--- config.mk ---
export PLATFORM = sky130hd
export DESIGN_NAME = mazeRobot
export DESIGN_NICKNAME = d
export VERILOG_FILES = /design/src/source/mazePkg.sv /design/src/source/navFsm.sv /design/src/source/checkpointTracker.sv /design/src/source/phaseTimer.sv /design/src/source/turnCounter.sv /design/src/source/statusLeds.sv /design/src/source/mazeRobot.sv
export SDC_FILE = /design/constraint.sdc
export NUM_CORES = 1
export LEC_CHECK = 0
export ABC_AREA = 0
export BUFFER_PORTS_ARGS = -buffer_cell sky130_fd_sc_hd__buf_2
export CAP_MARGIN = 20
export CORE_UTILIZATION = 55
export CTS_CLUSTER_DIAMETER = 200
export DETAILED_ROUTE_END_ITERATION = 12
export GPL_TIMING_DRIVEN = 0
export PLACE_DENSITY = 0.79
export SETUP_SLACK_MARGIN = 0.15
export SYNTH_ARGS = -nofsm -noshare
export SYNTH_HDL_FRONTEND = slang
export SYNTH_HIERARCHICAL = 1
export SYNTH_SLANG_ARGS = --single-unit
--- constraint.sdc ---
create_clock -name clk -period 2.6 [get_ports clk]
set_input_delay 0.52 -clock clk [delete_from_list [all_inputs] [get_ports clk]]
set_output_delay 0.52 -clock clk [all_outputs]
set_load 0.005 [all_outputs]
--- src/source/mazePkg.sv ---
package mazePkg;

    // Maze states that also serve as the drive command
    typedef enum logic [4:0] {
        Idle        = 5'd0,
        Start       = 5'd1,
        Count       = 5'd2,
        Straight    = 5'd3,
        Choose      = 5'd4,
        TurnLeft    = 5'd5,
        TurnRight   = 5'd6,
        Back        = 5'd7,
        LittleLeft  = 5'd8,
        LittleRight = 5'd9,
        Finish      = 5'd29,
        Stop        = 5'd30,
        Error       = 5'd31
    } navState_t;

    // Left, middle, right sensor from MSB to LSB
    typedef logic [2:0] roadCode_t;
    typedef logic [19:0] distance_t;
    typedef logic [15:0] ledWord_t;

    typedef struct packed {
        logic cpChoose;
        logic cpStraight;
        logic cpLeftExit;
        logic cpRightExit;
        logic cpLeftSplit;
    } checkpoints_t;

    typedef struct packed {
        logic       countDone;
        logic [1:0] countStep;
        logic       countFlash;
        logic       resumeNow;
        logic       backFlash;
        logic [2:0] chooseLamp;
    } timerStatus_t;

    localparam roadCode_t roadNone        = 3'b000;
    localparam roadCode_t roadRight       = 3'b011;
    localparam roadCode_t roadStraight    = 3'b010;
    localparam roadCode_t roadRightSlight = 3'b001;
    localparam roadCode_t roadLeft        = 3'b110;
    localparam roadCode_t roadSplit       = 3'b101;
    localparam roadCode_t roadLeftSlight  = 3'b100;
    localparam roadCode_t roadFull        = 3'b111;

    // Short timer lengths in clock cycles
    localparam int countStepTicks = 8;
    localparam int countSteps     = 3;
    localparam int stopTicks      = 12;
    localparam int flashTicks     = 4;
    localparam int lampTicks      = 6;
    localparam int obstacleLimit  = 2;
    localparam int rightCrossings = 2;

endpackage

--- src/source/navFsm.sv ---
`timescale 1ns/10ps

module navFsm (
    input  logic                  clk,
    input  logic                  rst,
    input  logic                  enable,
    input  mazePkg::roadCode_t    road,
    input  mazePkg::distance_t    distance,
    input  mazePkg::checkpoints_t checkpoints,
    input  logic                  turnDone,
    input  mazePkg::timerStatus_t timers,
    output mazePkg::navState_t    state,
    output logic                  obstacleNear,
    output logic                  startDone
);

    mazePkg::navState_t nextState;
    mazePkg::navState_t storedState;
    mazePkg::navState_t storeNext;
    logic               pop;
    logic               popNext;
    logic               advance;

    assign obstacleNear = distance < mazePkg::obstacleLimit;

    // Normal rules apply only when enabled and the path is clear
    assign advance = enable && !obstacleNear;

    // One pulse on the countdown exit into Straight
    assign startDone = advance && (state == mazePkg::Count) && timers.countDone;

    always_comb begin
        nextState = state;
        storeNext = storedState;
        popNext   = pop;
        case (state)
            mazePkg::Idle: begin
                nextState = mazePkg::Start;
            end
            mazePkg::Start: begin
                if (road == mazePkg::roadStraight) begin
                    nextState = mazePkg::Count;
                end
            end
            mazePkg::Count: begin
                if (timers.countDone) begin
                    nextState = mazePkg::Straight;
                end
            end
            mazePkg::Straight, mazePkg::LittleLeft, mazePkg::LittleRight: begin
                case (road)
                    mazePkg::roadNone: begin
                        // Line lost so pause and then back up
                        nextState = mazePkg::Stop;
                        storeNext = mazePkg::Back;
                    end
                    mazePkg::roadFull: begin
                        nextState = checkpoints.cpStraight ? mazePkg::Choose
                                                           : mazePkg::Straight;
                    end
                    mazePkg::roadRight, mazePkg::roadRightSlight: begin
                        nextState = mazePkg::LittleRight;
                    end
                    mazePkg::roadLeft, mazePkg::roadLeftSlight: begin
                        nextState = mazePkg::LittleLeft;
                    end
                    default: begin
                        nextState = mazePkg::Straight;
                    end
                endcase
            end
            mazePkg::Choose: begin
                if (road == mazePkg::roadSplit) begin
                    nextState = mazePkg::Stop;
                    storeNext = mazePkg::TurnLeft;
                end else if (road == mazePkg::roadFull && checkpoints.cpChoose) begin
                    nextState = mazePkg::Straight;
                end
            end
            mazePkg::TurnLeft: begin
                if (road == mazePkg::roadSplit && checkpoints.cpLeftSplit) begin
                    nextState = mazePkg::Stop;
                    storeNext = mazePkg::TurnRight;
                end else if (road == mazePkg::roadFull && checkpoints.cpLeftExit) begin
                    nextState = mazePkg::Stop;
                    storeNext = mazePkg::Straight;
                end
            end
            mazePkg::TurnRight: begin
                if (road == mazePkg::roadSplit && turnDone) begin
                    nextState = mazePkg::Error;
                end else if (road == mazePkg::roadFull && checkpoints.cpRightExit
                             && turnDone) begin
                    nextState = mazePkg::Stop;
                    storeNext = mazePkg::Straight;
                end
            end
            mazePkg::Back: begin
                if (road == mazePkg::roadFull) begin
                    nextState = mazePkg::Stop;
                    // First dead end tries left and later ones try right
                    if (!pop) begin
                        storeNext = mazePkg::TurnLeft;
                        popNext   = 1'b1;
                    end else begin
                        storeNext = mazePkg::TurnRight;
                    end
                end
            end
            mazePkg::Stop: begin
                if (timers.resumeNow) begin
                    nextState = storedState;
                end
            end
            mazePkg::Finish, mazePkg::Error: begin
                // Held until enable drops
                nextState = state;
            end
            default: begin
                nextState = mazePkg::Idle;
            end
        endcase
    end

    always_ff @(posedge clk or posedge rst) begin
        if (rst) begin
            state       <= mazePkg::Idle;
            storedState <= mazePkg::Idle;
            pop         <= 1'b0;
        end else if (!enable) begin
            state <= mazePkg::Idle;
        end else if (obstacleNear) begin
            state <= mazePkg::Finish;
        end else begin
            state       <= nextState;
            storedState <= storeNext;
            pop         <= popNext;
        end
    end

    stateLegal: assert property (@(posedge clk) disable iff (rst)
        state inside {mazePkg::Idle, mazePkg::Start, mazePkg::Count, mazePkg::Straight,
                      mazePkg::Choose, mazePkg::TurnLeft, mazePkg::TurnRight, mazePkg::Back,
                      mazePkg::LittleLeft, mazePkg::LittleRight, mazePkg::Finish,
                      mazePkg::Stop, mazePkg::Error});

    obstacleFinish: assert property (@(posedge clk) disable iff (rst)
        enable && obstacleNear |=> state == mazePkg::Finish);

endmodule

--- src/source/checkpointTracker.sv ---
`timescale 1ns/10ps

module checkpointTracker (
    input  logic                  clk,
    input  logic                  rst,
    input  mazePkg::navState_t    state,
    input  mazePkg::roadCode_t    road,
    input  logic                  startDone,
    output mazePkg::checkpoints_t checkpoints
);

    logic inStraight;
    logic inChoose;
    logic inLeft;
    logic inRight;
    logic onFull;

    assign inStraight = (state == mazePkg::Straight) || (state == mazePkg::LittleLeft)
                     || (state == mazePkg::LittleRight);
    assign inChoose   = state == mazePkg::Choose;
    assign inLeft     = state == mazePkg::TurnLeft;
    assign inRight    = state == mazePkg::TurnRight;
    assign onFull     = road == mazePkg::roadFull;

    // A flag arms once the sensor has seen something other than its exit code
    always_ff @(posedge clk or posedge rst) begin
        if (rst) begin
            checkpoints <= '0;
        end else begin
            if (inChoose && !onFull) begin
                checkpoints.cpChoose <= 1'b1;
            end else if (!inChoose) begin
                checkpoints.cpChoose <= 1'b0;
            end

            // Leaving the countdown also arms the junction test
            if ((inStraight && !onFull) || startDone) begin
                checkpoints.cpStraight <= 1'b1;
            end else if (!inStraight) begin
                checkpoints.cpStraight <= 1'b0;
            end

            if (inLeft && !onFull) begin
                checkpoints.cpLeftExit <= 1'b1;
            end else if (!inLeft) begin
                checkpoints.cpLeftExit <= 1'b0;
            end

            if (inLeft && road != mazePkg::roadSplit) begin
                checkpoints.cpLeftSplit <= 1'b1;
            end else if (!inLeft) begin
                checkpoints.cpLeftSplit <= 1'b0;
            end

            if (inRight && !onFull) begin
                checkpoints.cpRightExit <= 1'b1;
            end else if (!inRight) begin
                checkpoints.cpRightExit <= 1'b0;
            end
        end
    end

    chooseOnlyInChoose: assert property (@(posedge clk) disable iff (rst)
        checkpoints.cpChoose |-> $past(state) == mazePkg::Choose);

endmodule

--- src/source/phaseTimer.sv ---
`timescale 1ns/10ps

module phaseTimer (
    input  logic                  clk,
    input  logic                  rst,
    input  mazePkg::navState_t    state,
    output mazePkg::timerStatus_t timers
);

    logic [$clog2(mazePkg::countStepTicks)-1:0] stepTick;
    logic [1:0]                                 stepCount;
    logic [$clog2(mazePkg::stopTicks)-1:0]      pauseCount;
    logic [$clog2(mazePkg::flashTicks)-1:0]     flashCount;
    logic                                       flashPhase;
    logic [$clog2(mazePkg::lampTicks)-1:0]      lampCount;
    logic [2:0]                                 lamp;
    logic                                       inCount;
    logic                                       inBack;
    logic                                       stepEnd;
    logic                                       countEnd;
    logic                                       pauseEnd;

    assign inCount  = state == mazePkg::Count;
    assign inBack   = state == mazePkg::Back;
    assign stepEnd  = stepTick == mazePkg::countStepTicks - 1;
    assign countEnd = inCount && stepEnd && stepCount == mazePkg::countSteps - 1;
    assign pauseEnd = (state == mazePkg::Stop) && pauseCount == mazePkg::stopTicks - 1;

    // Countdown steps, restarted on every entry into Count
    always_ff @(posedge clk or posedge rst) begin
        if (rst) begin
            stepTick  <= '0;
            stepCount <= '0;
        end else if (!inCount || countEnd) begin
            stepTick  <= '0;
            stepCount <= '0;
        end else if (stepEnd) begin
            stepTick  <= '0;
            stepCount <= stepCount + 1'b1;
        end else begin
            stepTick <= stepTick + 1'b1;
        end
    end

    always_ff @(posedge clk or posedge rst) begin
        if (rst) begin
            pauseCount <= '0;
        end else if (state != mazePkg::Stop || pauseEnd) begin
            pauseCount <= '0;
        end else begin
            pauseCount <= pauseCount + 1'b1;
        end
    end

    // Count and Back never overlap so they share one flash divider
    always_ff @(posedge clk or posedge rst) begin
        if (rst) begin
            flashCount <= '0;
            flashPhase <= 1'b0;
        end else if (!(inCount || inBack)) begin
            flashCount <= '0;
            flashPhase <= 1'b0;
        end else if (flashCount == mazePkg::flashTicks - 1) begin
            flashCount <= '0;
            flashPhase <= ~flashPhase;
        end else begin
            flashCount <= flashCount + 1'b1;
        end
    end

    // Junction lamp walks one position per lampTicks
    always_ff @(posedge clk or posedge rst) begin
        if (rst) begin
            lampCount <= '0;
            lamp      <= 3'b001;
        end else if (state != mazePkg::Choose) begin
            lampCount <= '0;
            lamp      <= 3'b001;
        end else if (lampCount == mazePkg::lampTicks - 1) begin
            lampCount <= '0;
            lamp      <= {lamp[1:0], lamp[2]};
        end else begin
            lampCount <= lampCount + 1'b1;
        end
    end

    assign timers.countDone  = countEnd;
    assign timers.countStep  = stepCount;
    assign timers.countFlash = flashPhase && inCount;
    assign timers.resumeNow  = pauseEnd;
    assign timers.backFlash  = flashPhase && inBack;
    assign timers.chooseLamp = lamp;

endmodule

--- src/source/turnCounter.sv ---
`timescale 1ns/10ps

module turnCounter (
    input  logic               clk,
    input  logic               rst,
    input  mazePkg::navState_t state,
    input  mazePkg::roadCode_t road,
    input  logic               cpRightExit,
    output logic               turnDone,
    output logic [1:0]         crossings
);

    logic inRight;
    logic fullNow;
    logic fullPrev;
    logic fullEdge;

    assign inRight  = state == mazePkg::TurnRight;
    assign fullNow  = inRight && (road == mazePkg::roadFull);
    assign fullEdge = fullNow && !fullPrev;

    always_ff @(posedge clk or posedge rst) begin
        if (rst) begin
            fullPrev  <= 1'b0;
            crossings <= '0;
        end else begin
            fullPrev <= fullNow;
            if (!inRight) begin
                crossings <= '0;
            end else if (cpRightExit && fullEdge && crossings != 2'b11) begin
                // Saturates so a long turn cannot wrap back to zero
                crossings <= crossings + 1'b1;
            end
        end
    end

    assign turnDone = crossings >= mazePkg::rightCrossings;

endmodule

--- src/source/statusLeds.sv ---
`timescale 1ns/10ps

module statusLeds (
    input  mazePkg::navState_t    state,
    input  mazePkg::roadCode_t    road,
    input  logic                  obstacleNear,
    input  mazePkg::timerStatus_t timers,
    output mazePkg::ledWord_t     led
);

    logic [4:0] stateField;
    logic [5:0] activity;

    always_comb begin
        case (state)
            mazePkg::Idle:      stateField = 5'b00000;
            mazePkg::Start:     stateField = 5'b00001;
            mazePkg::Count:     stateField = 5'b00010;
            mazePkg::Straight:  stateField = 5'b01000;
            mazePkg::Choose:    stateField = {timers.chooseLamp, 2'b00};
            mazePkg::TurnLeft:  stateField = 5'b10000;
            mazePkg::TurnRight: stateField = 5'b00100;
            mazePkg::Stop:      stateField = 5'b11100;
            mazePkg::Back:      stateField = 5'b01010;
            mazePkg::Error:     stateField = 5'b11111;
            default:            stateField = 5'b00000;
        endcase
    end

    // Middle lamps hint at the direction of travel
    always_comb begin
        case (state)
            mazePkg::Count:       activity = timers.countFlash ? 6'b000000 : 6'b111111;
            mazePkg::Straight:    activity = 6'b001100;
            mazePkg::LittleLeft:  activity = 6'b011000;
            mazePkg::LittleRight: activity = 6'b000110;
            mazePkg::TurnLeft:    activity = 6'b110000;
            mazePkg::TurnRight:   activity = 6'b000011;
            mazePkg::Stop:        activity = 6'b111111;
            mazePkg::Back:        activity = timers.backFlash ? 6'b000000 : 6'b111111;
            default:              activity = 6'b000000;
        endcase
    end

    // Obstacle lights everything
    assign led = obstacleNear ? '1 : {stateField, 1'b0, activity, 1'b0, road};

endmodule

--- src/source/mazeRobot.sv ---
`timescale 1ns/10ps

module mazeRobot (
    input  logic               clk,
    input  logic               rst,
    input  logic               enable,
    input  mazePkg::roadCode_t road,
    input  mazePkg::distance_t distance,
    output mazePkg::navState_t driveState,
    output mazePkg::ledWord_t  led
);

    mazePkg::checkpoints_t checkpoints;
    mazePkg::timerStatus_t timers;
    logic                  turnDone;
    logic                  obstacleNear;
    logic                  startDone;

    // The FSM state doubles as the motor stage command
    navFsm navFsm_i (
        .clk         (clk),
        .rst         (rst),
        .enable      (enable),
        .road        (road),
        .distance    (distance),
        .checkpoints (checkpoints),
        .turnDone    (turnDone),
        .timers      (timers),
        .state       (driveState),
        .obstacleNear(obstacleNear),
        .startDone   (startDone)
    );

    checkpointTracker checkpointTracker_i (
        .clk        (clk),
        .rst        (rst),
        .state      (driveState),
        .road       (road),
        .startDone  (startDone),
        .checkpoints(checkpoints)
    );

    phaseTimer phaseTimer_i (
        .clk   (clk),
        .rst   (rst),
        .state (driveState),
        .timers(timers)
    );

    turnCounter turnCounter_i (
        .clk        (clk),
        .rst        (rst),
        .state      (driveState),
        .road       (road),
        .cpRightExit(checkpoints.cpRightExit),
        .turnDone   (turnDone),
        .crossings  ()
    );

    statusLeds statusLeds_i (
        .state       (driveState),
        .road        (road),
        .obstacleNear(obstacleNear),
        .timers      (timers),
        .led         (led)
    );

endmodule

==> results of run 1 <==
-- logic make-up (layout without fill, tap and decap cells) --
group / Yosys count / in the layout / synth area share
buffers and inverters: 30 / 87 / 0.0650
AO/OA/AOI/OAI: 57 / 57 / 0.158
multiplexers: 19 / 19 / 0.0783
flip-flops: 35 / 35 / 0.333
AND/OR/NAND/NOR: 137 / 137 / 0.315
adder cells (fa/ha/maj): 8 / 8 / 0.0380
XOR/XNOR: 4 / 4 / 0.0133
-- where the power goes --
part           leakage [nW]  internal, mW  switching, mW
clock                0.0587         0.291          0.223
combinational         0.938         0.360          0.409
sequential            0.468         0.604         0.0702
-- synthesized netlist by cell type, types with 3 or more instances --
cell | n | area share
xnor2_1 | 4 | 0.013
nor2b_1 | 5 | 0.012
and3_1 | 5 | 0.012
nor3_1 | 9 | 0.017
o31a_1 | 4 | 0.013
a21oi_1 | 7 | 0.013
buf_4 | 4 | 0.011
nand2_1 | 18 | 0.026
nor4_1 | 4 | 0.0095
o22ai_1 | 3 | 0.0071
inv_1 | 14 | 0.020
o21ai_0 | 9 | 0.017
o41ai_1 | 3 | 0.010
o21a_1 | 3 | 0.0085
dfrtp_1 | 34 | 0.32
nand3b_1 | 5 | 0.014
or2_2 | 4 | 0.0095
a21o_1 | 4 | 0.011
ha_1 | 8 | 0.038
mux2i_1 | 9 | 0.034
buf_6 | 5 | 0.021
buf_2 | 5 | 0.0095
nor3_2 | 4 | 0.015
nand4_1 | 5 | 0.012
o21bai_1 | 3 | 0.0085
nor2_1 | 33 | 0.047
mux2_1 | 7 | 0.030
nand3_1 | 18 | 0.034
-- cell usage in the layout (no fill, tap or decap), drive strengths merged, types with 4 or more instances in the layout --
cell	instances
o21ai	11
nand3b	6
nand3	18
ha	8
nor3b	5
buf	63
a21o	4
nor2b	5
o31a	4
mux2	10
xnor2	4
nor4	4
nor2	33
mux2i	9
clkbuf	7
dfrtp	34
and3	8
nand2	18
o21bai	4
a21oi	9
or2	4
inv	15
nor3	13
nand4	6
-- worst max-delay path, stage by stage (launching register included) --
cell and delay (ns):
dfrtp_2 0.52, nor3b_4 0.25, and3_2 0.20, inv_1 0.06, a31oi_4 0.19, nand4_1 0.13
buf_2 0.16
-- area by class of cell --
class                      instances  area, µm²  share of cell area
clock buffer                       5       68.8              0.0222
multi-input combinational        225       1600               0.518
buffer                            16        119              0.0384
inverter                          14       52.6              0.0170
sequential                        35        883               0.285
timing repair buffer              49        255              0.0825
tap                               52       65.1              0.0210
clock inverter                     3       47.5              0.0154
-- state kept, by name, summed over array words and instances, names as in the netlist --
signal                           count
checkpointTracker_i/checkpoints      5
navFsm_i/state                       5
phaseTimer_i/pauseCount              4
navFsm_i/storedState                 3
phaseTimer_i/lampCount               3
phaseTimer_i/lamp                    3
phaseTimer_i/stepTick                3
phaseTimer_i/flashCount              2
phaseTimer_i/stepCount               2
turnCounter_i/crossings              2
navFsm_i/pop                         1
phaseTimer_i/flashPhase              1
turnCounter_i/fullPrev               1
-- per-stage QoR --
stage | util | hold WS (ns) | cell area, µm² | TNS, ns
floorplan | - | 0.274 | 2640 | 0
global placement | 0.654 | 0.419 | 2930 | -1.43
detailed placement | 0.654 | 0.426 | 2930 | -2.00
CTS | 0.688 | 0.104 | 3080 | 0
global route | 0.692 | 0.106 | 3100 | 0
finish | 0.692 | 0.111 | 3100 | 0
-- timing repair --
action                                  CTS  global route
gates cloned                              0             0
pin swaps                                 0             1
endpoints found under the setup margin   19            10
setup buffers                             3             1
resized for setup                         5             3
-- worst max-delay path by stage --
stage / startpoint / endpoint / cells after the start
floorplan: distance[12] / led[5] / 5
global placement: distance[18] / led[7] / 7
detailed placement: distance[12] / led[7] / 7
CTS: navFsm_i/state[4] / led[7] / 6
global route: navFsm_i/state[3] / led[7] / 6
finish: navFsm_i/state[3] / led[8] / 6
-- routing by layer --
| layer | global-route usage | share of wire |
|---|---|---|
| met5 | 0 | 0 |
| met4 | 0.0889 | 0.021 |
| met3 | 0.0478 | 0.063 |
| met2 | 0.406 | 0.46 |
| met1 | 0.351 | 0.46 |
==> results.cfg, run 1 <==
[power_and_ir_drop]
leakagePower_nw = 1.47
ir_worst_vdd_mv = 0.326
fin_total_pwr_mw = 1.96
p_per_area_mw_per_mm2 = 633

[global_routing]
grt_max_degree = 19
grt_remaining_overflow = 0
grt_first_pass_wirelength_mm = 10.1
first_global_vias = 2167
antenna_found_initial = 0
grt_util_all_layers = 0.255

[floorplanning]
ios = 47
coreArea_mm2 = 0.00447
rows = 24
die_w_um = 71.2
die_area_mm2 = 0.00507
start_util = 0.589
fp.dieH_um = 71.2

[routing]
vias = 2401
post_drt_wl_per_cell_um = 15.3
ant_nets = 0
wirelength_mm = 6.09
drt-pass1-iter-count = 9
via_per_inst = 6.02
drtIter0Drc = 180
route.detailed.drc = 4

[place]
hpwlAfterDp_mm = 4.34
post-place-ws_ns = -0.211
numPortBuffers = 45
dp.cells = 387
gp_congestion = 0.917

[cells_and_area]
num_antenna_cells = 0
area_delta_synth_final_pct = 17.4
nets = 380
final_cells = 399
final_layout_size_suffix_gt1_frac = 0.308
fillers = 373

[clock_network]
htree_levels = 2
clockRootBuffer = clkbuf_8
clk_latency_ns = 0.30
clk_path_buf_depth = 2
hold_buffers = 0
numCtsBuffers = 5
clk_pin_slew_ns = 0.07
cts_tree = yes
cts.sinks = 35

[hold_path]
hold_path.class = primary input to asynchronous set/reset pin

[job]
maxCapViolations = 0

[timing]
fin_worst_skew_ns = 0.00454
max_slew_margin = 0.550
fmax_mhz = 430
fin_crit_ns = 2.32
finalMaxSlewViolations = 0
setup_slack_ns = 0.277
finalSetupViolCount = 0
rsz0062_at_grt = false
finalCritPeriodShare = 0.893
hold_violations = 0
worstMarginPinSlew_ns = 0.674

[setup_path]
cp-start-kind = register
regToRegSetupSlack_ns = 0.32
reg2reg_from = navFsm_i/state[1]
arrival_ns = 1.80
worst_ep_required_time_ns = 2.08
crit_fanout = 10
r2r_end = navFsm_i/storedState[1]
path_class = register to output pin
endpoint_kind = output pin
r2r_cells = 7

[logic_synthesis]
ys_seq_area_frac = 0.333
synth_nets = 324
ys_types = 68
synth_seq_cells = 35
synth-edff-count = 0
syn_inst = 290
syn-cell-area_mm2 = 0.00264
synth_area_per_cell_um2 = 9.09
synth_ff_type = dfrtp_1
ys_async_sr_fraction = 1.00
ys.warnings.count = 6

[run_status]
violations = design-rule violations
status = finished with violations
No activity file was read; power rests on OpenSTA's default activity.
==> run 2, diff against run 1 <==
Settings changed: GPL_TIMING_DRIVEN 0 to unset, SKIP_LAST_GASP set to 1.
==> run 2 against run 1 <==
  * The run still ends with design-rule violations left
  * Maximum frequency down 1.6%
  * Sequential share of layout area up 0.10 points
  * Register-to-register slack better by 0.11 ns
  * Via count down 0.46%
  * Worst hold slack better by 0.0087 ns
  * Die area unchanged
  * Final cell count down 0.75%
  * Combinational power up 4.5%
  * Global-route usage down 0.23 points
  * Wire length down 2.7%
  * Non-clock buffer count down 3
  * Final area down 0.65%
  * Critical endpoint is now led[7]
  * Largest cell class unchanged
  * Highest routed layer unchanged
==> results.cfg, run 2 (synthesized netlist as in run 1, its figures left out) <==
[clock_network]
clk_pin_slew_ns = 0.07
cts_tree = yes
hold_buffers = 0
clk_latency_ns = 0.30
clockRootBuffer = clkbuf_8
cts.sinks = 35
numCtsBuffers = 5
clk_path_buf_depth = 2
htree_levels = 2

[timing]
fin_worst_skew_ns = 0.00796
max_slew_margin = 0.549
finalSetupViolCount = 0
finalMaxSlewViolations = 0
finalCritPeriodShare = 0.908
fmax_mhz = 424
worstMarginPinSlew_ns = 0.676
setup_slack_ns = 0.239
finalSetupTns_ns = 0
fin_crit_ns = 2.36
hold_violations = 0
rsz0062_at_grt = false

[setup_path]
reg2reg_from = navFsm_i/state[3]
slowest_delay_ns = 0.48
worst_ep_required_time_ns = 2.08
r2r_end = navFsm_i/state[3]
slowest_stage = dfrtp_2
endpoint_kind = output pin
crit_chain = nor3b_4, and3_2, inv_1, a31oi_4, nand4_1, buf_2
arrival_ns = 1.84
cp-start-kind = register
path_class = register to output pin
path_buf_inv = 2
crit_fanout = 7
path_delay_family = simple AND/OR/NAND/NOR gates
cp.depth = 6
r2r_cells = 8
regToRegSetupSlack_ns = 0.43

[place]
hpwlAfterDp_mm = 4.36
numPortBuffers = 45
post-place-ws_ns = 0.352
gp_congestion = 0.937

[cells_and_area]
area_delta_synth_final_pct = 16.7
nets = 377
num_antenna_cells = 0
fillers = 370
final_layout_size_suffix_gt1_frac = 0.302
mostFrequentLayoutCell = buf_2
layout_common_cells = buf_2 (45), nor2_1 (32), dfrtp_1 (31)
largestRegisters = checkpointTracker_i/checkpoints x5, navFsm_i/state x5, phaseTimer_i/pauseCount x4

[routing]
post_drt_wl_per_cell_um = 15.0
drtIter0Drc = 162
vias = 2390
route.detailed.drc = 4
drt-pass1-iter-count = 8
ant_nets = 0
wirelength_mm = 5.93
via_per_inst = 6.04

[floorplanning]
fp.dieH_um = 71.2
die_w_um = 71.2
ios = 47
start_util = 0.589
rows = 24
die_area_mm2 = 0.00507
coreArea_mm2 = 0.00447

[power_and_ir_drop]
leakagePower_nw = 1.46
ir_worst_vdd_mv = 0.355
p_per_area_mw_per_mm2 = 640

[global_routing]
antenna_found_initial = 0
first_global_vias = 2209
grt_first_pass_wirelength_mm = 10.1
grt_max_degree = 30
grt_util_all_layers = 0.253
grt_remaining_overflow = 0

[hold_path]
hold_path.class = primary input to asynchronous set/reset pin

[run_status]
violations = design-rule violations
status = finished with violations

[job]
maxCapViolations = 0
==> run 2: routing by layer <==
layer,share of wire,track usage,vias up
met5,0,0,-
li1,-,-,1166
met4,0.014,0.0756,0
met2,0.49,0.428,64
met1,0.45,0.329,1147
met3,0.045,0.0506,13
==> run 2: power by group <==
group          switching, mW  internal, mW  total [mW]
registers             0.0523         0.603       0.655
clock network          0.217         0.290       0.508
logic                  0.430         0.376       0.805
total                  0.700          1.27        1.97
==> run 2: worst max-delay path by stage <==
stage                      start      to  slack, ns
2_1_floorplan       distance[12]  led[5]       0.43
3_3_place_gp        distance[18]  led[5]       0.41
3_5_place_dp   navFsm_i/state[1]  led[7]       0.35
4_1_cts        navFsm_i/state[1]  led[7]       0.15
5_1_grt        navFsm_i/state[3]  led[7]       0.11
6_report       navFsm_i/state[3]  led[7]       0.24
==> run 2: cell type report <==
type                       count  area, µm²  area share
timing repair buffer          62        357       0.116
inverter                      14       52.6      0.0171
tap                           52       65.1      0.0212
clock inverter                 3       47.5      0.0155
sequential                    35        881       0.286
multi-input combinational    225       1600       0.522
clock buffer                   5       68.8      0.0224
==> run 2: timing repair <==
item,CTS,global route
pin swaps,0,2
gates cloned,0,0
gates resized for setup,1,6
buffers inserted,0,6
endpoints found under the setup margin,6,6
==> run 2: stage by stage <==
stage               std cells  power (mW)  utilization  hold slack, ns  cell area [µm²]
floorplan                 290        1.19            -           0.274             2640
global placement          382        1.37        0.646           0.421             2890
detailed placement        382        1.39        0.646           0.432             2890
CTS                       390        1.91        0.672           0.111             3010
global route              396        2.09        0.687           0.118             3080
finish                    396        1.97        0.687           0.120             3080
